--- config.mk ---
export PLATFORM = sky130hd
export DESIGN_NAME = axis_input_pipe
export DESIGN_NICKNAME = d
export VERILOG_FILES = /design/src/input_pipe_pkg.sv /design/src/axis_input_pipe.sv /design/src/axis_weight_rotator.sv /design/src/axis_image_shift_buffer.sv /design/src/axis_image_pipe.sv
export SDC_FILE = /design/constraint.sdc
export NUM_CORES = 1
export LEC_CHECK = 0
export BUFFER_PORTS_ARGS = -buffer_cell sky130_fd_sc_hd__buf_4
export CAP_MARGIN = 20
export CORE_AREA = 2 2 245 247
export CTS_CLUSTER_DIAMETER = 60
export DETAILED_ROUTE_END_ITERATION = 12
export DIE_AREA = 0 0 247 249
export MAX_ROUTING_LAYER = met4
export PLACE_DENSITY = 0.72
export SLEW_MARGIN = 20
export SYNTH_ARGS = -nofsm -noshare
export SYNTH_HDL_FRONTEND = slang
export SYNTH_HIERARCHICAL = 1
export SYNTH_SLANG_ARGS = --single-unit
--- constraint.sdc ---
create_clock -name aclk -period 8.3 [get_ports aclk]
set_clock_uncertainty 0.2 [all_clocks]
set_input_delay 0.415 -clock aclk [delete_from_list [all_inputs] [get_ports aclk]]
set_output_delay 0.415 -clock aclk [all_outputs]
set_load 0.005 [all_outputs]
--- src/input_pipe_pkg.sv ---
`default_nettype none

package input_pipe_pkg;

  localparam int UNITS        = 4;
  localparam int CORES        = 2;
  localparam int MEMBERS      = 2;
  localparam int WORD_WIDTH   = 8;
  localparam int KERNEL_H_MAX = 3;                         // Odd.
  localparam int UNITS_EDGES  = UNITS + KERNEL_H_MAX - 1;  // Pixel words incl. edges.
  localparam int W_DEPTH      = 16;
  localparam int BLOCKS_MAX   = 8;

  localparam int W_WORDS     = CORES * MEMBERS;
  localparam int BITS_KERNEL = $clog2(KERNEL_H_MAX);

  typedef logic [WORD_WIDTH-1:0]           word_t;
  typedef logic [BITS_KERNEL-1:0]          kh_t;       // Kernel height minus one.
  typedef logic [BITS_KERNEL-1:0]          kw_t;       // Kernel width minus one.
  typedef logic [$clog2(BLOCKS_MAX)-1:0]   blocks_t;
  typedef logic [$clog2(W_DEPTH)-1:0]      w_addr_t;
  typedef word_t [UNITS_EDGES-1:0]         pix_edges_t;
  typedef word_t [UNITS-1:0]               pix_units_t;
  typedef word_t [W_WORDS-1:0]             weights_t;

  typedef struct packed {
    logic is_not_max;
    logic is_max;
    logic is_lrelu;
    kh_t  kernel_h_1;
  } im_user_t;

  typedef struct packed {
    logic is_1x1;
    logic is_top_block;
    logic is_bottom_block;
    logic is_cols_1_k2;
    logic is_cin_last;
    kw_t  kernel_w_1;
  } w_user_t;

  // Sideband seen by the conv engine.
  typedef struct packed {
    logic is_not_max;
    logic is_max;
    logic is_1x1;
    logic is_lrelu;
    logic is_top_block;
    logic is_bottom_block;
    logic is_cols_1_k2;
    logic is_cin_last;
    kw_t  kernel_w_1;
    kh_t  kernel_h_1;
  } conv_user_t;

  typedef struct packed {
    logic [3:0] reserved;
    logic       is_lrelu;
    logic       is_max;
    kh_t        kernel_h_1;
  } im_cfg_t;

  typedef struct packed {
    logic    reserved;
    logic    is_cols_1_k2;
    logic    is_1x1;
    blocks_t blocks_1;
    kw_t     kernel_w_1;
  } w_cfg_t;

  typedef enum logic {IM_CONFIG, IM_PIXELS} im_state_e;
  typedef enum logic [1:0] {W_CONFIG, W_LOAD, W_SEND} w_state_e;

endpackage

`default_nettype wire
--- src/axis_input_pipe.sv ---
`default_nettype none

module axis_input_pipe (
  input  logic                       aclk,
  input  logic                       reset,

  input  logic                       s_axis_pixels_1_tvalid,
  input  logic                       s_axis_pixels_1_tlast,
  input  input_pipe_pkg::pix_edges_t s_axis_pixels_1_tdata,
  output logic                       s_axis_pixels_1_tready,

  input  logic                       s_axis_pixels_2_tvalid,
  input  logic                       s_axis_pixels_2_tlast,
  input  input_pipe_pkg::pix_edges_t s_axis_pixels_2_tdata,
  output logic                       s_axis_pixels_2_tready,

  input  logic                       s_axis_weights_tvalid,
  input  logic                       s_axis_weights_tlast,
  input  input_pipe_pkg::weights_t   s_axis_weights_tdata,
  output logic                       s_axis_weights_tready,

  input  logic                       m_axis_tready,
  output logic                       m_axis_tvalid,
  output logic                       m_axis_tlast,
  output input_pipe_pkg::conv_user_t m_axis_tuser,
  output input_pipe_pkg::pix_units_t m_axis_pixels_1_tdata,
  output input_pipe_pkg::pix_units_t m_axis_pixels_2_tdata,
  output input_pipe_pkg::weights_t   m_axis_weights_tdata
);

  logic                       im_mux_m_ready;
  logic                       im_mux_m_valid;
  input_pipe_pkg::pix_edges_t im_mux_m_data_1;
  input_pipe_pkg::pix_edges_t im_mux_m_data_2;
  input_pipe_pkg::im_user_t   im_mux_m_user;

  logic                       pixels_m_ready;
  logic                       pixels_m_valid;
  input_pipe_pkg::im_user_t   pixels_m_user;

  logic                       weights_m_ready;
  logic                       weights_m_valid;
  logic                       weights_m_last;
  input_pipe_pkg::w_user_t    weights_m_user;

  axis_image_pipe im_mux (
    .aclk            (aclk),
    .reset           (reset),
    .s_axis_1_tvalid (s_axis_pixels_1_tvalid),
    .s_axis_1_tlast  (s_axis_pixels_1_tlast),
    .s_axis_1_tdata  (s_axis_pixels_1_tdata),
    .s_axis_1_tready (s_axis_pixels_1_tready),
    .s_axis_2_tvalid (s_axis_pixels_2_tvalid),
    .s_axis_2_tlast  (s_axis_pixels_2_tlast),
    .s_axis_2_tdata  (s_axis_pixels_2_tdata),
    .s_axis_2_tready (s_axis_pixels_2_tready),
    .m_axis_tready   (im_mux_m_ready),
    .m_axis_tvalid   (im_mux_m_valid),
    .m_axis_1_tdata  (im_mux_m_data_1),
    .m_axis_2_tdata  (im_mux_m_data_2),
    .m_axis_tuser    (im_mux_m_user)
  );

  axis_image_shift_buffer im_shift_1 (
    .aclk          (aclk),
    .reset         (reset),
    .s_axis_tvalid (im_mux_m_valid),
    .s_axis_tdata  (im_mux_m_data_1),
    .s_axis_tuser  (im_mux_m_user),
    .s_axis_tready (im_mux_m_ready),
    .m_axis_tready (pixels_m_ready),
    .m_axis_tvalid (pixels_m_valid),
    .m_axis_tdata  (m_axis_pixels_1_tdata),
    .m_axis_tuser  (pixels_m_user)
  );

  // Same handshakes as im_shift_1, so only its data is taken.
  axis_image_shift_buffer im_shift_2 (
    .aclk          (aclk),
    .reset         (reset),
    .s_axis_tvalid (im_mux_m_valid),
    .s_axis_tdata  (im_mux_m_data_2),
    .s_axis_tuser  (im_mux_m_user),
    .s_axis_tready (),
    .m_axis_tready (pixels_m_ready),
    .m_axis_tvalid (),
    .m_axis_tdata  (m_axis_pixels_2_tdata),
    .m_axis_tuser  ()
  );

  axis_weight_rotator weights_rotator (
    .aclk          (aclk),
    .reset         (reset),
    .s_axis_tvalid (s_axis_weights_tvalid),
    .s_axis_tlast  (s_axis_weights_tlast),
    .s_axis_tdata  (s_axis_weights_tdata),
    .s_axis_tready (s_axis_weights_tready),
    .m_axis_tready (weights_m_ready),
    .m_axis_tvalid (weights_m_valid),
    .m_axis_tlast  (weights_m_last),
    .m_axis_tdata  (m_axis_weights_tdata),
    .m_axis_tuser  (weights_m_user)
  );

  // Pixels and weights leave together.
  assign m_axis_tvalid   = weights_m_valid && pixels_m_valid;
  assign weights_m_ready = m_axis_tready && pixels_m_valid;
  assign pixels_m_ready  = m_axis_tready && weights_m_valid;
  assign m_axis_tlast    = weights_m_last;

  assign m_axis_tuser.is_not_max      = pixels_m_user.is_not_max;
  assign m_axis_tuser.is_max          = pixels_m_user.is_max;
  assign m_axis_tuser.is_lrelu        = pixels_m_user.is_lrelu;
  assign m_axis_tuser.kernel_h_1      = pixels_m_user.kernel_h_1;
  assign m_axis_tuser.is_1x1          = weights_m_user.is_1x1;
  assign m_axis_tuser.kernel_w_1      = weights_m_user.kernel_w_1;
  assign m_axis_tuser.is_top_block    = weights_m_user.is_top_block && m_axis_tvalid;
  assign m_axis_tuser.is_bottom_block = weights_m_user.is_bottom_block && m_axis_tvalid;
  assign m_axis_tuser.is_cols_1_k2    = weights_m_user.is_cols_1_k2 && m_axis_tvalid;
  assign m_axis_tuser.is_cin_last     = weights_m_user.is_cin_last && m_axis_tvalid;

endmodule

`default_nettype wire

--- src/axis_weight_rotator.sv ---
`default_nettype none

module axis_weight_rotator (
  input  logic                     aclk,
  input  logic                     reset,

  input  logic                     s_axis_tvalid,
  input  logic                     s_axis_tlast,
  input  input_pipe_pkg::weights_t s_axis_tdata,
  output logic                     s_axis_tready,

  input  logic                     m_axis_tready,
  output logic                     m_axis_tvalid,
  output logic                     m_axis_tlast,
  output input_pipe_pkg::weights_t m_axis_tdata,
  output input_pipe_pkg::w_user_t  m_axis_tuser
);

  input_pipe_pkg::w_state_e state;
  input_pipe_pkg::weights_t mem [input_pipe_pkg::W_DEPTH];
  input_pipe_pkg::w_cfg_t   cfg_in;
  input_pipe_pkg::word_t    cfg_word;

  input_pipe_pkg::w_addr_t  wr_addr;
  input_pipe_pkg::w_addr_t  rd_addr;
  input_pipe_pkg::w_addr_t  last_addr;   // Address of the final stored beat.
  input_pipe_pkg::blocks_t  block;

  input_pipe_pkg::kw_t      kernel_w_1;
  input_pipe_pkg::blocks_t  blocks_1;
  logic                     is_1x1;
  logic                     is_cols_1_k2;

  logic s_fire;
  logic m_fire;
  logic pass_end;
  logic last_pass;

  assign s_axis_tready = (state != input_pipe_pkg::W_SEND);
  assign s_fire        = s_axis_tvalid && s_axis_tready;

  assign cfg_word = s_axis_tdata[0];
  assign cfg_in   = input_pipe_pkg::w_cfg_t'(cfg_word);

  assign m_axis_tvalid = (state == input_pipe_pkg::W_SEND);
  assign m_fire        = m_axis_tvalid && m_axis_tready;
  assign pass_end      = (rd_addr == last_addr);
  assign last_pass     = (block == blocks_1);

  assign m_axis_tdata  = mem[rd_addr];
  assign m_axis_tlast  = pass_end && last_pass;

  assign m_axis_tuser.is_1x1          = is_1x1;
  assign m_axis_tuser.is_top_block    = (block == '0);
  assign m_axis_tuser.is_bottom_block = last_pass;
  assign m_axis_tuser.is_cols_1_k2    = is_cols_1_k2;
  assign m_axis_tuser.is_cin_last     = pass_end;
  assign m_axis_tuser.kernel_w_1      = kernel_w_1;

  always_ff @(posedge aclk) begin
    if (reset) begin
      state   <= input_pipe_pkg::W_CONFIG;
      wr_addr <= '0;
      rd_addr <= '0;
      block   <= '0;
    end else begin
      case (state)
        input_pipe_pkg::W_CONFIG: begin
          if (s_fire) begin
            state   <= input_pipe_pkg::W_LOAD;
            wr_addr <= '0;
          end
        end
        input_pipe_pkg::W_LOAD: begin
          if (s_fire) begin
            wr_addr <= wr_addr + 1'b1;  // Wraps past W_DEPTH.
            if (s_axis_tlast) begin
              state   <= input_pipe_pkg::W_SEND;
              rd_addr <= '0;
              block   <= '0;
            end
          end
        end
        input_pipe_pkg::W_SEND: begin
          if (m_fire) begin
            if (pass_end) begin
              rd_addr <= '0;
              if (last_pass)
                state <= input_pipe_pkg::W_CONFIG;
              else
                block <= block + 1'b1;
            end else begin
              rd_addr <= rd_addr + 1'b1;
            end
          end
        end
        default: state <= input_pipe_pkg::W_CONFIG;
      endcase
    end
  end

  always_ff @(posedge aclk) begin
    if (s_fire && state == input_pipe_pkg::W_CONFIG) begin
      kernel_w_1   <= cfg_in.kernel_w_1;
      blocks_1     <= cfg_in.blocks_1;
      is_1x1       <= cfg_in.is_1x1;
      is_cols_1_k2 <= cfg_in.is_cols_1_k2;
    end
    if (s_fire && state == input_pipe_pkg::W_LOAD) begin
      mem[wr_addr] <= s_axis_tdata;
      if (s_axis_tlast)
        last_addr <= wr_addr;
    end
  end

endmodule

`default_nettype wire

--- src/axis_image_shift_buffer.sv ---
`default_nettype none

module axis_image_shift_buffer (
  input  logic                      aclk,
  input  logic                      reset,

  input  logic                      s_axis_tvalid,
  input  input_pipe_pkg::pix_edges_t s_axis_tdata,
  input  input_pipe_pkg::im_user_t  s_axis_tuser,
  output logic                      s_axis_tready,

  input  logic                      m_axis_tready,
  output logic                      m_axis_tvalid,
  output input_pipe_pkg::pix_units_t m_axis_tdata,
  output input_pipe_pkg::im_user_t  m_axis_tuser
);

  input_pipe_pkg::pix_edges_t held_data;
  input_pipe_pkg::im_user_t   held_user;
  input_pipe_pkg::kh_t        row;

  logic full;
  logic last_row;
  logic load;
  logic out_fire;

  assign last_row = (row == held_user.kernel_h_1);
  assign out_fire = full && m_axis_tready;

  // Accept the next beat while the last window leaves.
  assign s_axis_tready = !full || (m_axis_tready && last_row);
  assign load          = s_axis_tvalid && s_axis_tready;

  assign m_axis_tvalid = full;
  assign m_axis_tdata  = held_data[row +: input_pipe_pkg::UNITS];   // Words row..row+UNITS-1.
  assign m_axis_tuser  = held_user;

  always_ff @(posedge aclk) begin
    if (reset) begin
      full <= 1'b0;
      row  <= '0;
    end else begin
      if (load)
        full <= 1'b1;
      else if (out_fire && last_row)
        full <= 1'b0;

      if (load)
        row <= '0;
      else if (out_fire)
        row <= last_row ? '0 : row + 1'b1;
    end
  end

  always_ff @(posedge aclk) begin
    if (load) begin
      held_data <= s_axis_tdata;
      held_user <= s_axis_tuser;
    end
  end

endmodule

`default_nettype wire

--- src/axis_image_pipe.sv ---
`default_nettype none

module axis_image_pipe (
  input  logic                      aclk,
  input  logic                      reset,

  input  logic                      s_axis_1_tvalid,
  input  logic                      s_axis_1_tlast,
  input  input_pipe_pkg::pix_edges_t s_axis_1_tdata,
  output logic                      s_axis_1_tready,

  input  logic                      s_axis_2_tvalid,
  input  logic                      s_axis_2_tlast,
  input  input_pipe_pkg::pix_edges_t s_axis_2_tdata,
  output logic                      s_axis_2_tready,

  input  logic                      m_axis_tready,
  output logic                      m_axis_tvalid,
  output input_pipe_pkg::pix_edges_t m_axis_1_tdata,
  output input_pipe_pkg::pix_edges_t m_axis_2_tdata,
  output input_pipe_pkg::im_user_t  m_axis_tuser
);

  input_pipe_pkg::im_state_e state;
  input_pipe_pkg::im_user_t  cfg_user;
  input_pipe_pkg::im_cfg_t   cfg;
  input_pipe_pkg::word_t     cfg_word;

  logic free;
  logic accept;
  logic in_last;

  // Config beat costs no output slot, so it is always free.
  assign free    = (state == input_pipe_pkg::IM_CONFIG) || !m_axis_tvalid || m_axis_tready;
  assign accept  = s_axis_1_tvalid && s_axis_2_tvalid && free;
  assign in_last = s_axis_1_tlast || s_axis_2_tlast;

  // Each side waits for the other.
  assign s_axis_1_tready = s_axis_2_tvalid && free;
  assign s_axis_2_tready = s_axis_1_tvalid && free;

  assign cfg_word = s_axis_1_tdata[0];           // Config lives in word 0 of stream 1.
  assign cfg      = input_pipe_pkg::im_cfg_t'(cfg_word);

  always_ff @(posedge aclk) begin
    if (reset) begin
      state         <= input_pipe_pkg::IM_CONFIG;
      m_axis_tvalid <= 1'b0;
    end else begin
      if (accept && state == input_pipe_pkg::IM_PIXELS)
        m_axis_tvalid <= 1'b1;                   // Refill in the cycle it drains.
      else if (m_axis_tready)
        m_axis_tvalid <= 1'b0;

      if (accept) begin
        if (state == input_pipe_pkg::IM_CONFIG)
          state <= input_pipe_pkg::IM_PIXELS;
        else if (in_last)
          state <= input_pipe_pkg::IM_CONFIG;
      end
    end
  end

  always_ff @(posedge aclk) begin
    if (accept && state == input_pipe_pkg::IM_CONFIG) begin
      cfg_user.is_not_max <= !cfg.is_max;
      cfg_user.is_max     <= cfg.is_max;
      cfg_user.is_lrelu   <= cfg.is_lrelu;
      cfg_user.kernel_h_1 <= cfg.kernel_h_1;
    end
    if (accept && state == input_pipe_pkg::IM_PIXELS) begin
      m_axis_1_tdata <= s_axis_1_tdata;
      m_axis_2_tdata <= s_axis_2_tdata;
      m_axis_tuser   <= cfg_user;                // Tag with the packet's config.
    end
  end

endmodule

`default_nettype wire

==> results of run 1 <==
worst max-delay path, stage by stage (launching register included):
cell and delay [ns]:
dfxtp_4 0.74, buf_4 0.64, buf_4 0.63, mux4_2 0.42
mux4_2 0.48, buf_4 0.17
final cells by class:
type / count / area (um2) / area share (%)
timing repair buffer: 413 / 3476 / 9.701
clock inverter: 43 / 465.4 / 1.299
clock buffer: 99 / 2147 / 5.992
tap: 773 / 967.2 / 2.699
antenna: 4 / 10.01 / 0.02794
inverter: 15 / 56.30 / 0.1571
multi-input combinational: 438 / 6210 / 17.33
sequential: 757 / 22500 / 62.79
worst min-delay path by stage:
stage	endpoint	slack, ns
after detailed placement	im_shift_1/held_data[0]	0.20
after floorplan	im_mux/m_axis_tuser[0]	0.20
after CTS	im_mux/state	0.02
final	im_mux/state	0.06
after global routing	im_mux/state	0.04
after global placement	im_shift_2/held_data[35]	0.20
per-stage QoR:
| stage | utilization [%] | instance area [um2] | instances | hold slack [ns] |
|---|---|---|---|---|
| floorplan | - | 29080 | 1276 | 0.2003 |
| global placement | 54.16 | 31780 | 2257 | 0.2002 |
| detailed placement | 54.16 | 31780 | 2257 | 0.2045 |
| CTS | 60.94 | 35770 | 2536 | 0.01519 |
| global route | 61.05 | 35830 | 2541 | 0.03848 |
| finish | 61.05 | 35830 | 2542 | 0.06004 |
report_power, final:
group / leakage, nW / total (mW) / internal, mW / switching (mW)
Clock: 1.29 / 3.54 / 2.10 / 1.44
Combinational: 3.54 / 0.215 / 0.117 / 0.0984
Sequential: 6.81 / 4.22 / 4.21 / 0.0122
Total: 11.6 / 7.98 / 6.43 / 1.55
per-layer routing:
layer	part of all wire (%)	global-route usage, %	wire length (um)	vias to the layer above
met3	7.6	4.837	4794	103
met1	39	26.86	24780	7564
met5	0	-	0	-
li1	-	-	-	6270
met4	2.3	6.420	1476	0
met2	51	35.03	32310	544
cells in the final DEF, fill, tap and decap left out, types with 18 or more instances in the layout:
| cell | n |
|---|---|
| dfxtp_1 | 18 |
| dlygate4sd3_1 | 137 |
| mux4_1 | 49 |
| o21ai_0 | 19 |
| clkbuf_16 | 83 |
| buf_4 | 274 |
| mux4_2 | 143 |
| nor2b_1 | 22 |
| a21oi_1 | 33 |
| nand2_1 | 32 |
| edfxtp_1 | 732 |
registers in the layout, indices dropped and copies added (netlist names), 3 cells and up, named ones only:
register,flops
im_shift_2/held_data,48
weights_rotator/wr_addr,4
im_mux/m_axis_1_tdata,48
im_shift_1/held_data,48
weights_rotator/last_addr,4
im_shift_1/m_axis_tuser,5
weights_rotator/rd_addr,4
im_mux/cfg_user,5
weights_rotator/block,3
weights_rotator/blocks_1,3
weights_rotator/mem,512
im_mux/m_axis_tuser,5
im_mux/m_axis_2_tdata,48
timing repair:
| action | 4_1_cts | 5_1_grt |
|---|---|---|
| endpoints found under the setup margin | 0 | 0 |
| endpoints found under the hold margin | 645 | 0 |
| hold buffers | 137 | 0 |
==> flow_metrics.tcl, run 1 <==
set metrics [dict create \
    outcome "finished clean" \
    htreeDepth 3 \
    r2r_slack_ns 4.69 \
    start_util_pct 49.55 \
    grt_util_all_layers_pct 21.42 \
    grt_pass1_vias 15470 \
    drv_slew 0 \
    overflow 0 \
    gp_congestion 0.8058 \
    cp-start-kind "register" \
    antenna_found_initial 3 \
    worst-setup-path-type "reg -> out" \
    rsz0062_at_grt "no" \
    rows 89 \
    cts_buffers 79 \
    syn2layout_area_growth_pct 23.22 \
    cp_max_fo 45 \
    cts-root-buf "clkbuf_16" \
    cts_setup_buffers 0 \
    drive_above_1_share_pct 32.52 \
    cts_sinks 757 \
    fin_crit_sh_pct 53.57 \
    syn_inst 1276 \
    r2r_start "weights_rotator/state[0]" \
    pre_cts_ws_ns 4.118 \
    vias 14480 \
    fin_tns_setup_ns 0 \
    layout_setup_ws_ns 3.854 \
    final_nets 1848 \
    min_from "s_axis_pixels_2_tlast" \
    drtAntennaViolNets 0 \
    wl_per_cell_um 24.93 \
    port_buffers 249 \
    dp_hpwl_um 33490 \
    cts.clk_slew.worst_paths_ns 0.06 \
    finalHoldViolCount 0 \
    grt_max_degree 62 \
    postSynthAreaPerCell_um2 22.79 \
    worst_setup_path_end_kind "output pin" \
    cts_tree "done" \
    period_needed_ns 4.446 \
    setup_viol 0 \
    yosys_warnings 6 \
    num_io_pins 250 \
    nFillCells 3928 \
    wirelength_um 63360 \
    worstMarginPinSlew_ns 1.039 \
    total_power_mw 7.980 \
    crit_required_ns 7.69 \
    p_leak_nw 11.63 \
    power_density_nw_per_um2 222.7 \
    syn_nets 1420 \
    arrival_ns 3.83 \
    first_iter_violations 1078 \
    cts_resized 0 \
    drt-pass1-iter-count 7 \
    drv_cap 0 \
    worstSkewPairLatency_ns 0.62 \
    r2r-end "im_mux/m_axis_1_tdata[36]" \
    hold_path_depth 3 \
    route.detailed.drc 0 \
    die_h_um 249 \
    post_drt_via_cell_ratio 5.697 \
    die_x_um 247 \
    core-area_um2 58690 \
    grt_pass1_wl_um 94390 \
    die_area_um2 61500 \
    maxSlewHeadroom_pct 30.70 \
    crit_end "m_axis_weights_tdata[31]" \
    clk_path_buf_depth 3 \
    synth_area_um2 29080 \
    reg2reg_depth 7 \
    ir_drop_uv 234.2 \
    hold_class "in -> reg" \
    max_freq_mhz 224.9 \
]
Note: power is estimated with default switching activity, not from simulation.
==> run 2, diff against run 1 <==
Settings changed: ABC_AREA from default to 1, CORE_AREA 2 2 245 247 to 2 2 248 250, DIE_AREA 0 0 247 249 to 0 0 250 252, PLACE_DENSITY 0.72 to 0.75.
Clock period 8.3 ns to 3.6 ns, I/O delays scaled along.
==> run 2 against run 1 <==
Sequential power increased by 130%. Hold slack better by 0.012 ns. Sequential share of layout area down 0.89 points. Combinational power grew to 4.6 times the previous value. Sequential cell count did not move. Via count up 35%. Final cell count is 36% higher. Wire length increased by 16%. Core utilization decreased by 0.62 points. Global-route usage increased by 2.4 points. Synthesized cell count up 74%. Highest routed layer unchanged.
==> flow_metrics.tcl, run 2 <==
set metrics [dict create \
    p_leak_nw 12.39 \
    place_inst 3167 \
    total_power_mw 18.50 \
    die_x_um 250 \
    die_area_um2 63000 \
    power_density_nw_per_um2 509.0 \
    syn2layout_area_growth_pct 22.22 \
    rows 90 \
    clk_path_buf_depth 3 \
    yosys_warnings 6 \
    stdcell_count 3448 \
    grt_pass1_vias 19740 \
    grt_util_all_layers_pct 23.85 \
    ir_drop_uv 419.7 \
    grt_max_degree 257 \
    wl_per_cell_um 21.34 \
    outcome "finished clean" \
    worstMarginPinSlew_ns 1.293 \
    rsz0062_at_grt "no" \
    postSynthAreaPerCell_um2 13.36 \
    syn_inst 2226 \
    overflow 0 \
    final_nets 2749 \
    antenna_found_initial 3 \
    cts_hold_buf 140 \
    r2r_slack_ns 0.32 \
    place_area_um2 32500 \
    final_util_pct 60.43 \
    cp-start-kind "register" \
    crit_required_ns 3.22 \
    dp_hpwl_um 41010 \
    arrival_ns 2.97 \
    drv_slew 0 \
    cts_buffers 78 \
    core-area_um2 60130 \
    wirelength_um 73570 \
    period_needed_ns 3.352 \
    final_common_cell "edfxtp_1" \
    cts_resized 0 \
    synth_area_um2 29730 \
    layout_common_cells "edfxtp_1, nor2_1, buf_4" \
    hold_class "in -> reg" \
    fin_tns_setup_ns 0 \
    largest_register "weights_rotator/mem" \
    die_h_um 252 \
    setup_viol 0 \
    num_io_pins 250 \
    fin_crit_sh_pct 93.11 \
    cts_setup_buffers 0 \
    cts.clk_slew.worst_paths_ns 0.06 \
    worstSkewPairLatency_ns 0.61 \
    maxSlewHeadroom_pct 13.80 \
    worst_setup_path_end_kind "output pin" \
    max_freq_mhz 298.3 \
    drive_above_1_share_pct 17.20 \
    drt-pass1-iter-count 5 \
    cp_max_fo 99 \
    start_util_pct 49.45 \
    worst-setup-path-type "reg -> out" \
    drtAntennaViolNets 0 \
    gp_congestion 0.8561 \
    cts-root-buf "clkbuf_16" \
    syn_nets 2370 \
    port_buffers 249 \
    htreeDepth 3 \
    cts_tree "done" \
    nFillCells 4333 \
    first_iter_violations 1955 \
    post-route-cell-area_um2 36340 \
    vias 19500 \
    route.detailed.drc 0 \
    finalHoldViolCount 0 \
    largest_reg_flops 512 \
    drv_cap 0 \
    grt_pass1_wl_um 112000 \
    cts_sinks 757 \
    post_drt_via_cell_ratio 5.655 \
]
## run 2: cell types whose count changed in the layout (fill, tap and decap cells not counted), sizes merged, moves of 16 or more
cell,change
nor2,+415
o21ai,+306
mux4,-192
o211ai,+132
nand2,+111
inv,+72
nand3,+43
a21oi,+34
a22oi,+24
nor2b,-22
buf,+19
a211oi,-16
mux2i,+16
o22ai,+16
## run 2: final timing paths
kind / start / endpoint / cells past startpoint
min reg2reg: im_mux/m_axis_1_tdata[8] / im_shift_1/held_data[8] / 0
max reg2reg: weights_rotator/state[1] / im_mux/state / 13
max: register / m_axis_weights_tdata[28] / 9
min: s_axis_pixels_1_tdata[38] / im_mux/m_axis_1_tdata[38] / 2
## run 2: per-stage QoR
| stage | hold slack, ns | setup WS [ns] |
|---|---|---|
| after global routing | 0.06575 | 0.08349 |
| final | 0.07181 | 0.2481 |
| after global placement | 0.1584 | 1.079 |
| after floorplan | 0.04244 | 0.1302 |
| after CTS | 0.04511 | 0.2440 |
| after detailed placement | 0.1594 | 0.9799 |
## run 2: critical path: stages (launching register included)
cell	delay [ns]
dfxtp_4	0.36
inv_6	0.56
buf_4	0.45
nor2_1	0.08
nor2_1	0.13
o21ai_1	0.12
o21ai_1	0.18
o211ai_1	0.11
nand2_1	0.19
buf_4	0.14
## run 2: power breakdown
part	switching [mW]	internal (mW)	total, mW
clock network	3.24	4.43	7.67
logic	0.570	0.422	0.992
registers	0.0614	9.78	9.84
## run 2: area by class of cell
cell class	count	area (um2)	share of cell area (%)
Multi-Input combinational cell	1244	6381	17.56
Antenna cell	3	7.507	0.02066
Tap cell	782	978.4	2.692
Timing Repair Buffer	435	3704	10.19
Clock inverter	36	282.8	0.7781
Inverter	89	344.1	0.9468
Clock buffer	102	2147	5.908
Sequential cell	757	22500	61.90
## run 2: per-layer routing
| layer | routed length (um) | track usage (%) | vias to the layer above |
|---|---|---|---|
| met2 | 36760 | 39.75 | 902 |
| met1 | 28630 | 29.21 | 9576 |
| met5 | 0 | - | - |
| met3 | 6057 | 4.849 | 135 |
| met4 | 2118 | 8.263 | 0 |
| li1 | - | - | 8887 |
==> run 3, diff against run 2 <==
Settings changed: CORE_AREA 2 2 248 250 to 2 2 203 305, DIE_AREA 0 0 250 252 to 0 0 205 307, GPL_ROUTABILITY_DRIVEN from default to 1.
==> run 3 against run 2 <==
Total power decreased by 3.2%. Critical path depth is the same. Register-to-register slack better by 0.16 ns. Combinational power decreased by 4.0%. Clock power is 7.2% lower. Sequential share of layout area grew 0.21 points. Critical path type unchanged.
==> flow_metrics.tcl, run 3 (synthesis gave the netlist of run 2 again) <==
set metrics [dict create \
    use_met1_pct 28.53 \
    post_drt_via_cell_ratio 5.659 \
    cp_max_fo 60 \
    pre_cts_ws_ns 0.8881 \
    syn2layout_area_growth_pct 21.80 \
    crit_required_ns 3.22 \
    drv_slew 0 \
    arrival_ns 2.81 \
    place_inst 3174 \
    first_iter_violations 1525 \
    met2_usage_pct 39.55 \
    antenna_found_initial 5 \
    wl_per_cell_um 21.34 \
    busiest_layer "met2" \
    fin_tns_setup_ns 0 \
    setup_viol 0 \
    cts_tree "done" \
    rows 111 \
    path_cells "inv_6, buf_4, nor2_1, nor2_1, o21ai_1, o211ai_1, o211ai_1, nand2_1, buf_4" \
    critical_path_depth 9 \
    critPathSlowestCell "dfxtp_4" \
    max_freq_mhz 313.3 \
    cts-root-buf "clkbuf_16" \
    cp-start-kind "register" \
    cts_resized 0 \
    finalHoldViolCount 0 \
    critPathTopFamily "buffers and inverters" \
    outcome "finished clean" \
    drv_cap 0 \
    regArea_um2 22490 \
    drt-pass1-iter-count 5 \
    ir_drop_uv 456.2 \
    cts_buffers 69 \
    hold_path_depth 2 \
    route.detailed.drc 0 \
    htreeDepth 3 \
    cts.clk_slew.worst_paths_ns 0.07 \
    nFillCells 4396 \
    num_io_pins 250 \
    overflow 0 \
    power_density_nw_per_um2 494.5 \
    timing.hold.ws_ns 0.07409 \
    multi_input_area_um2 6381 \
    grt_pass1_wl_um 111200 \
    final_common_cell "edfxtp_1" \
    gr-usage-met3_pct 4.493 \
    die_area_um2 62940 \
    start_util_pct 49.10 \
    dp_hpwl_um 39790 \
    largest_reg_flops 512 \
    cts_sinks 757 \
    maxSlewHeadroom_pct 24.97 \
    rsz0062_at_grt "no" \
    worst-setup-path-type "reg -> out" \
    worstSkewPairLatency_ns 0.62 \
    core-area_um2 60550 \
    port_buffers 249 \
    worst_setup_path_end_kind "output pin" \
    largest_register "weights_rotator/mem" \
    period_needed_ns 3.192 \
    grt_max_degree 153 \
    die_x_um 205 \
    gp_congestion 0.8399 \
    drtAntennaViolNets 0 \
    vias 19510 \
    die_h_um 307 \
    p_leak_nw 12.30 \
    grt_pass1_vias 19820 \
    stdcell_count 3447 \
    critical-path-max-stage-delay_ns 0.48 \
    final_nets 2738 \
    layout_common_cells "edfxtp_1, nor2_1, buf_4" \
    grt_util_all_layers_pct 23.90 \
    reg2reg_depth 13 \
    layout_setup_ws_ns 0.4077 \
    drive_above_1_share_pct 16.65 \
    critPathBufInv 3 \
    hold_class "in -> reg" \
    fin_crit_sh_pct 88.68 \
    worstMarginPinSlew_ns 1.121 \
    wirelength_um 73560 \
    clk_path_buf_depth 3 \
]
## run 3: routing by layer
layer,vias to the layer above,share of wire (%)
met5,-,0
met4,0,3.9
met3,179,8.4
met2,954,50
met1,9500,37
li1,8872,-
## run 3: power by group
part | internal, mW | switching (mW)
logic | 0.416 | 0.536
clock network | 3.90 | 3.22
registers | 9.77 | 0.0639
## run 3: what timing repair did
action,4_1_cts,5_1_grt
setup buffers,0,0
hold buffers,140,0
endpoints found under the hold margin,667,0
## run 3: path summary, 6_finish.rpt
path | from | endpoint | slack, ns
setup reg to reg | weights_rotator/state[1] | im_mux/state | 0.48
hold / removal | s_axis_pixels_2_tdata[33] | im_mux/m_axis_2_tdata[33] | 0.07
hold reg to reg | im_mux/m_axis_2_tdata[22] | im_shift_2/held_data[22] | 0.22
setup / recovery | register | m_axis_weights_tdata[6] | 0.41
## run 3: through the flow
| step | cell area (um2) | utilization [%] | power, mW |
|---|---|---|---|
| floorplan | 29740 | - | 10.42 |
| global placement | 32620 | 53.87 | 10.80 |
| detailed placement | 32620 | 53.87 | 10.83 |
| CTS | 36190 | 59.77 | 18.00 |
| global route | 36210 | 59.79 | 18.48 |
| finish | 36210 | 59.81 | 17.91 |
## run 3: area by class of cell
| class | count | area share (%) |
|---|---|---|
| Multi-Input combinational cell | 1244 | 17.62 |
| Clock inverter | 37 | 0.9156 |
| Tap cell | 791 | 2.733 |
| Inverter | 89 | 0.9501 |
| Antenna cell | 8 | 0.05528 |
| Timing Repair Buffer | 433 | 10.53 |
| Clock buffer | 88 | 5.082 |
| Sequential cell | 757 | 62.11 |
